==> src/rtl/lsu_pkg.sv <==
`default_nettype none

package lsu_pkg;

    // widths fixed by rv32 and the axi port
    localparam int xlen       = 32;
    localparam int strb_width = xlen / 8;  // byte lanes per word
    localparam int id_width   = 4;

    localparam logic [1:0] axi_resp_okay  = 2'b00;
    localparam logic [1:0] axi_burst_incr = 2'b01;

    // access size, same code as axi axsize
    typedef enum logic [2:0] {
        size_byte = 3'b000,
        size_half = 3'b001,
        size_word = 3'b010
    } lsu_size_e;

    // request from execute stage
    typedef struct packed {
        logic [xlen-1:0] addr;
        logic [xlen-1:0] wdata;   // store data, low bits for sb/sh
        lsu_size_e       size;
        logic            is_write;
        logic            is_unsigned;  // lbu / lhu
    } lsu_req_t;

    // response back to the core
    typedef struct packed {
        logic [xlen-1:0] rdata;
        logic            error;
    } lsu_rsp_t;

    // aw and ar share one layout
    typedef struct packed {
        logic [id_width-1:0] id;
        logic [xlen-1:0]     addr;
        logic [7:0]          len;    // beats minus one
        lsu_size_e           size;
        logic [1:0]          burst;
    } axi_ax_t;

    typedef struct packed {
        logic [xlen-1:0]       data;
        logic [strb_width-1:0] strb;
        logic                  last;
    } axi_w_t;

    typedef struct packed {
        logic [id_width-1:0] id;
        logic [1:0]          resp;
    } axi_b_t;

    typedef struct packed {
        logic [id_width-1:0] id;
        logic [xlen-1:0]     data;
        logic [1:0]          resp;
    } axi_r_t;

endpackage

`default_nettype wire

==> src/rtl/lsu_store_align.sv <==
`default_nettype none

module lsu_store_align import lsu_pkg::*; (
    input  lsu_req_t saved_req,
    output axi_w_t   w
);

    logic [1:0]            offset;   // byte lane of the access
    logic [xlen-1:0]       lane_data;
    logic [strb_width-1:0] lane_strb;

    assign offset = saved_req.addr[1:0];

    // data is copied to every lane, the strobe picks the live bytes
    always_comb begin
        lane_data = saved_req.wdata;
        lane_strb = '0;
        case (saved_req.size)
            size_byte: begin
                lane_data = {4{saved_req.wdata[7:0]}};
                lane_strb = strb_width'(4'b0001 << offset);  // sb
            end
            size_half: begin
                lane_data = {2{saved_req.wdata[15:0]}};
                lane_strb = strb_width'(4'b0011 << {offset[1], 1'b0});  // sh
            end
            size_word: begin
                lane_strb = '1;  // sw, all lanes
            end
            default: begin
                lane_strb = '0;  // never issued by ctrl
            end
        endcase
    end

    assign w.data = lane_data;
    assign w.strb = lane_strb;
    assign w.last = 1'b1;  // single beat

endmodule

`default_nettype wire

==> src/rtl/lsu_load_align.sv <==
`default_nettype none

module lsu_load_align import lsu_pkg::*; (
    input  lsu_req_t        saved_req,
    input  logic [xlen-1:0] rdata,
    output logic [xlen-1:0] load_data
);

    logic [xlen-1:0] shifted;  // addressed part moved to bit 0
    logic            fill;     // upper bit value

    // byte offset times 8
    assign shifted = rdata >> {saved_req.addr[1:0], 3'b000};

    always_comb begin
        fill      = 1'b0;
        load_data = '0;
        case (saved_req.size)
            size_byte: begin
                fill      = shifted[7] & ~saved_req.is_unsigned;  // lb vs lbu
                load_data = {{(xlen-8){fill}}, shifted[7:0]};
            end
            size_half: begin
                // aligned half sits at offset 0 or 2
                fill      = shifted[15] & ~saved_req.is_unsigned;
                load_data = {{(xlen-16){fill}}, shifted[15:0]};
            end
            size_word: begin
                load_data = rdata;  // lw passes through
            end
            default: begin
                load_data = '0;
            end
        endcase
    end

endmodule

`default_nettype wire

==> src/rtl/lsu_ctrl.sv <==
`default_nettype none

module lsu_ctrl import lsu_pkg::*; (
    input  logic            clock,
    input  logic            reset,
    // core side
    input  logic            req_valid,
    input  lsu_req_t        req,
    output logic            req_ready,
    output logic            rsp_valid,
    output lsu_rsp_t        rsp,
    // axi master
    output logic            aw_valid,
    input  logic            aw_ready,
    output axi_ax_t         aw,
    output logic            w_valid,
    input  logic            w_ready,
    input  logic            b_valid,
    output logic            b_ready,
    input  axi_b_t          b,
    output logic            ar_valid,
    input  logic            ar_ready,
    output axi_ax_t         ar,
    input  logic            r_valid,
    output logic            r_ready,
    input  axi_r_t          r,
    // to the aligners
    output lsu_req_t        saved_req,
    input  logic [xlen-1:0] load_data
);

    typedef enum logic [2:0] {
        st_idle,
        st_wr_addr,
        st_wr_data,
        st_wr_resp,
        st_rd_addr,
        st_rd_data,
        st_err_rsp   // misaligned or bad size never reaches the bus
    } state_e;

    state_e              state;
    state_e              next_state;
    logic [id_width-1:0] cur_id;
    logic                accept;
    logic                req_bad;
    axi_ax_t             ax;

    // halfword needs bit 0 clear and word needs both low bits clear
    function automatic logic is_misaligned(input lsu_req_t rq);
        logic bad;
        case (rq.size)
            size_byte: bad = 1'b0;
            size_half: bad = rq.addr[0];
            size_word: bad = |rq.addr[1:0];
            default:   bad = 1'b1;  // unknown size
        endcase
        return bad;
    endfunction

    assign req_ready = (state == st_idle);
    assign accept    = req_valid & req_ready;
    assign req_bad   = is_misaligned(req);

    // single beat so aw and ar carry the same fields
    assign ax.id    = cur_id;
    assign ax.addr  = saved_req.addr;
    assign ax.len   = 8'd0;
    assign ax.size  = saved_req.size;
    assign ax.burst = axi_burst_incr;
    assign aw       = ax;
    assign ar       = ax;

    always_ff @(posedge clock) begin
        if (reset) begin
            state  <= st_idle;
            cur_id <= '0;
        end else begin
            state <= next_state;
            if (accept) begin
                cur_id <= cur_id + 1'b1;  // wraps mod 16
            end
        end
    end

    // request payload captured on accept
    always_ff @(posedge clock) begin
        if (accept) begin
            saved_req <= req;
        end
    end

    always_comb begin
        next_state = state;
        aw_valid   = 1'b0;
        w_valid    = 1'b0;
        b_ready    = 1'b0;
        ar_valid   = 1'b0;
        r_ready    = 1'b0;
        rsp_valid  = 1'b0;
        rsp        = '0;

        case (state)
            st_idle: begin
                if (accept) begin
                    if (req_bad) begin
                        next_state = st_err_rsp;
                    end else if (req.is_write) begin
                        next_state = st_wr_addr;
                    end else begin
                        next_state = st_rd_addr;
                    end
                end
            end
            st_wr_addr: begin
                aw_valid = 1'b1;  // held until slave takes it
                if (aw_ready) begin
                    next_state = st_wr_data;
                end
            end
            st_wr_data: begin
                w_valid = 1'b1;
                if (w_ready) begin
                    next_state = st_wr_resp;
                end
            end
            st_wr_resp: begin
                b_ready = 1'b1;
                if (b_valid) begin
                    rsp_valid  = 1'b1;
                    rsp.error  = (b.resp != axi_resp_okay) | (b.id != cur_id);
                    next_state = st_idle;
                end
            end
            st_rd_addr: begin
                ar_valid = 1'b1;
                if (ar_ready) begin
                    next_state = st_rd_data;
                end
            end
            st_rd_data: begin
                r_ready = 1'b1;
                if (r_valid) begin
                    rsp_valid  = 1'b1;
                    rsp.error  = (r.resp != axi_resp_okay) | (r.id != cur_id);
                    rsp.rdata  = rsp.error ? '0 : load_data;  // aligned data from r
                    next_state = st_idle;
                end
            end
            st_err_rsp: begin
                rsp_valid  = 1'b1;
                rsp.error  = 1'b1;
                next_state = st_idle;
            end
            default: next_state = st_idle;
        endcase
    end

endmodule

`default_nettype wire

==> src/rtl/lsu_top.sv <==
`default_nettype none

module lsu_top import lsu_pkg::*; (
    input  logic     clock,
    input  logic     reset,
    // execute stage
    input  logic     req_valid,
    input  lsu_req_t req,
    output logic     req_ready,
    output logic     rsp_valid,
    output lsu_rsp_t rsp,
    // write address
    output logic     aw_valid,
    input  logic     aw_ready,
    output axi_ax_t  aw,
    // write data
    output logic     w_valid,
    input  logic     w_ready,
    output axi_w_t   w,
    // write response
    input  logic     b_valid,
    output logic     b_ready,
    input  axi_b_t   b,
    // read address
    output logic     ar_valid,
    input  logic     ar_ready,
    output axi_ax_t  ar,
    // read data
    input  logic     r_valid,
    output logic     r_ready,
    input  axi_r_t   r
);

    lsu_req_t        saved_req;  // captured request, feeds both aligners
    logic [xlen-1:0] load_data;

    lsu_ctrl u_lsu_ctrl (
        .clock     (clock),
        .reset     (reset),
        .req_valid (req_valid),
        .req       (req),
        .req_ready (req_ready),
        .rsp_valid (rsp_valid),
        .rsp       (rsp),
        .aw_valid  (aw_valid),
        .aw_ready  (aw_ready),
        .aw        (aw),
        .w_valid   (w_valid),
        .w_ready   (w_ready),
        .b_valid   (b_valid),
        .b_ready   (b_ready),
        .b         (b),
        .ar_valid  (ar_valid),
        .ar_ready  (ar_ready),
        .ar        (ar),
        .r_valid   (r_valid),
        .r_ready   (r_ready),
        .r         (r),
        .saved_req (saved_req),
        .load_data (load_data)
    );

    lsu_store_align u_lsu_store_align (
        .saved_req (saved_req),
        .w         (w)
    );

    // combinational from r data, same cycle as the r handshake
    lsu_load_align u_lsu_load_align (
        .saved_req (saved_req),
        .rdata     (r.data),
        .load_data (load_data)
    );

endmodule

`default_nettype wire

==> config.mk <==
export PLATFORM = sky130hd
export DESIGN_NAME = lsu_top
export DESIGN_NICKNAME = d
export VERILOG_FILES = /design/src/rtl/lsu_pkg.sv /design/src/rtl/lsu_store_align.sv /design/src/rtl/lsu_load_align.sv /design/src/rtl/lsu_ctrl.sv /design/src/rtl/lsu_top.sv
export SDC_FILE = /design/constraint.sdc
export NUM_CORES = 1
export LEC_CHECK = 0
export BUFFER_PORTS_ARGS = -buffer_cell sky130_fd_sc_hd__clkbuf_2
export CAP_MARGIN = 20
export CORE_AREA = 2 2 114 116
export DETAILED_ROUTE_END_ITERATION = 8
export DIE_AREA = 0 0 116 118
export GPL_TIMING_DRIVEN = 0
export PLACE_DENSITY = 0.81
export SETUP_SLACK_MARGIN = 0.02
export SLEW_MARGIN = 30
export SYNTH_ARGS = -nofsm -noshare
export SYNTH_HDL_FRONTEND = slang
export SYNTH_SLANG_ARGS = --single-unit
==> constraint.sdc <==
create_clock -name clock -period 4.8 [get_ports clock]
set_input_delay 0.48 -clock clock [delete_from_list [all_inputs] [get_ports clock]]
set_output_delay 0.48 -clock clock [all_outputs]
set_load 0.005 [all_outputs]
==> reports/results.ini <==
[final_layout]
drive_gt1_share_pct=57.7
n_antenna_cell=0
syn_to_final_growth_pct=41.7
nets=897
nFillCells=1114
final_util_pct=54.9

[clocking]
cts-htree-levels=3
root_buffer=clkbuf_16
cts_hold_buf=0
numClockSinks=75
cts_buffers=9
clockBufferDepth=2
cts_setup_buffers=0
cts.repair.resized=0
cts_tree=yes
clkLatencyLatePin_ns=0.33
clkTransAtPathRegs_ns=0.06

[pwr]
pwr-share-seq_pct=34.1
p_sw_share_pct=34.7
internal_power_mw=2.03
p_sw_mw=1.08
clockPowerShare_pct=19.9
irDropWorstVdd_mv=0.297
p_comb_share_pct=46.0
power_density_nw_per_um2=458
p_leak_nw=3.29

[die]
die-area_sq_um=13700
die_w_um=116
io-pin-count=296
start_util_pct=38.7
coreArea_sq_um=12400
row_count=41
fp.dieH_um=118

[placed_design]
gp_congestion=0.925
preCtsSetupSlack_ns=2.05
dp_hpwl_um=12300
io_buffers=274

[synth]
ys_seq_area_share_pct=45.4
synthCells=464
synth_edf_count=68
ys_ff_latch=75
async_flop_share_pct=0
synth.avg_cell_area_sq_um=10.4
synthFlopType=edfxtp_1
synth_cell_types=47
syn-cell-area_sq_um=4810
yosys_warnings=0

[timing]
worst_slack_ns=1.81
min_period_over_period_pct=62.4
clock.fmax_ghz=0.334
setup_viol=0
worstMarginPinSlew_ns=0.859
drv_slew=0
skew_ns=0.00467
relSlewSlack_pct=42.1
rsz0062_at_grt=false
fin_setup_tns_ns=0
hold_viol_final=0
period_minus_slack_ns=2.99

[critical_path]
worstSetupPathType=reg -> out
arrival_ns=2.51
setup.worst_path.end_class=primary output
cp_max_fo=10
cp.required_ns=4.32
start_kind=flop

[routing]
first_pass_iters=6
vias_per_cell=4.78
route.detailed.drc=0
wl_met1_um=5560
wl_per_cell_um=15.8
via_count=4546
wl_um=15000
ant_nets=0
drtIter0Drc=267
wl_met3_um=1310
dr_wl_met2_um=7680
highest_layer=met4

[grt]
grt_pass1_vias=4371
antenna_found_initial=0
grt_usage_pct=21.0
grt_max_degree=15
grt_first_pass_wirelength_um=22000
grt-ovfl-total=0

[min_path]
hp-class=in -> reg

[job]
cap_violations=0

[outcome]
status=finished clean

[critical path: stages, from the launching register on]
cell	delay [ns]
dfxtp_1	0.51
xor2_1	0.12
nor3_1	0.43
nand4_1	0.39
clkbuf_1	0.32
a21oi_1	0.25
clkbuf_2	0.16
[registers in the layout, indices dropped and copies added, names as in the netlist]
register / flops
u_lsu_ctrl.ar: 35
u_lsu_ctrl.cur_id: 4
u_lsu_ctrl.saved_req: 33
u_lsu_ctrl.state: 3
[layout make-up]
type,instances,area (sq um),share of cell area (%)
clock buffer,9,225,3.31
multi-input combinational,272,1760,25.9
buffer,130,911,13.4
tap,172,215,3.16
inverter,6,22.5,0.331
timing repair buffer,281,1440,21.1
sequential,75,2180,32.0
clock inverter,7,53.8,0.790
[per-layer routing]
layer  vias up  GRT usage, %
met2       249          38.5
li1       2156             -
met4         0          9.45
met1      2108          22.3
met5         -             0
met3        33          5.05
[synthesized netlist by cell type (3+ instances only)]
cell	count	share of area, %
a21o_1	4	0.62
nand2_1	32	2.5
mux2i_1	13	2.7
edfxtp_1	68	42
nand3b_1	10	1.6
xor2_1	10	1.8
o211ai_1	8	1.2
dfxtp_1	7	2.9
mux2_2	23	5.4
buf_2	14	1.5
o21a_1	3	0.47
o21ai_0	5	0.52
clkbuf_1	6	0.47
a22oi_1	8	1.2
nor2_1	36	2.8
inv_1	6	0.47
nand3_1	17	1.8
a22o_1	7	1.3
a21oi_1	36	3.7
buf_4	108	17
nor3_1	9	0.94
[power groups by stage]
| stage | sequential [mW] | combinational, mW | clock (mW) |
|---|---|---|---|
| floorplan | 1.04 | 0.887 | 0 |
| global placement | 1.08 | 1.37 | 0 |
| detailed placement | 1.07 | 1.43 | 0 |
| CTS | 1.06 | 1.44 | 0.634 |
| global route | 1.08 | 1.55 | 0.667 |
| finish | 1.06 | 1.43 | 0.621 |
[cell families after synthesis]
group	after synthesis	share of synthesized area, %
AND/OR/NAND/NOR	118	12.2
buffers and inverters	136	19.4
multiplexers	38	9.03
flip-flops	75	45.4
AO/OA/AOI/OAI	82	11.4
other	2	0.156
adder cells (fa/ha/maj)	1	0.260
XOR/XNOR	12	2.19
[cell usage in the layout, fill, tap and decap left out, types with 2 or more instances in the layout]
| cell | Yosys | layout |
|---|---|---|
| clkbuf_2 | 0 | 274 |
| buf_4 | 108 | 111 |
| edfxtp_1 | 68 | 68 |
| a21oi_1 | 36 | 36 |
| nor2_1 | 36 | 36 |
| nand2_1 | 32 | 32 |
| mux2_2 | 23 | 23 |
| conb_1 | 2 | 21 |
| nand3_1 | 17 | 17 |
| buf_2 | 14 | 14 |
| mux2i_1 | 13 | 13 |
| xor2_1 | 10 | 10 |
| nand3b_1 | 10 | 10 |
| nor3_1 | 9 | 9 |
| clkbuf_16 | 0 | 9 |
| o211ai_1 | 8 | 8 |
| a22oi_1 | 8 | 8 |
| a22o_1 | 7 | 7 |
| dfxtp_1 | 7 | 7 |
| inv_1 | 6 | 6 |
| clkbuf_1 | 6 | 6 |
| o21ai_0 | 5 | 5 |
| a21o_1 | 4 | 4 |
| buf_6 | 0 | 4 |
| o21a_1 | 3 | 3 |
| clkinv_4 | 0 | 3 |
| buf_1 | 2 | 2 |
| nand2b_1 | 2 | 2 |
| a211oi_1 | 2 | 2 |
| xnor2_1 | 2 | 2 |
| nand4_1 | 2 | 2 |
| mux4_2 | 2 | 2 |
| nor2b_1 | 2 | 2 |
[final timing paths]
| kind | from | endpoint | slack (ns) | cells past startpoint |
|---|---|---|---|---|
| worst max-delay path | u_lsu_ctrl.cur_id[2] | rsp[28] | 1.81 | 6 |
| worst min-delay path | req[52] | u_lsu_ctrl.ar[28] | 0.33 | 1 |
| worst max register to register | u_lsu_ctrl.state[2] | u_lsu_ctrl.saved_req[15] | 2.58 | 6 |
| worst min register to register | u_lsu_ctrl.cur_id[3] | u_lsu_ctrl.cur_id[3] | 0.65 | 2 |
[through the flow]
stage                     hold WS, ns  total power, mW  instances  instance area [sq um]
after detailed placement        0.635             2.50        936                   6530
after global placement          0.631             2.46        929                   6460
after floorplan                 0.549             1.93        483                   4880
after global routing            0.309             3.30        952                   6810
final                           0.326             3.12        952                   6810
after CTS                       0.315             3.14        952                   6810
Power figures use the tool's default switching activity.
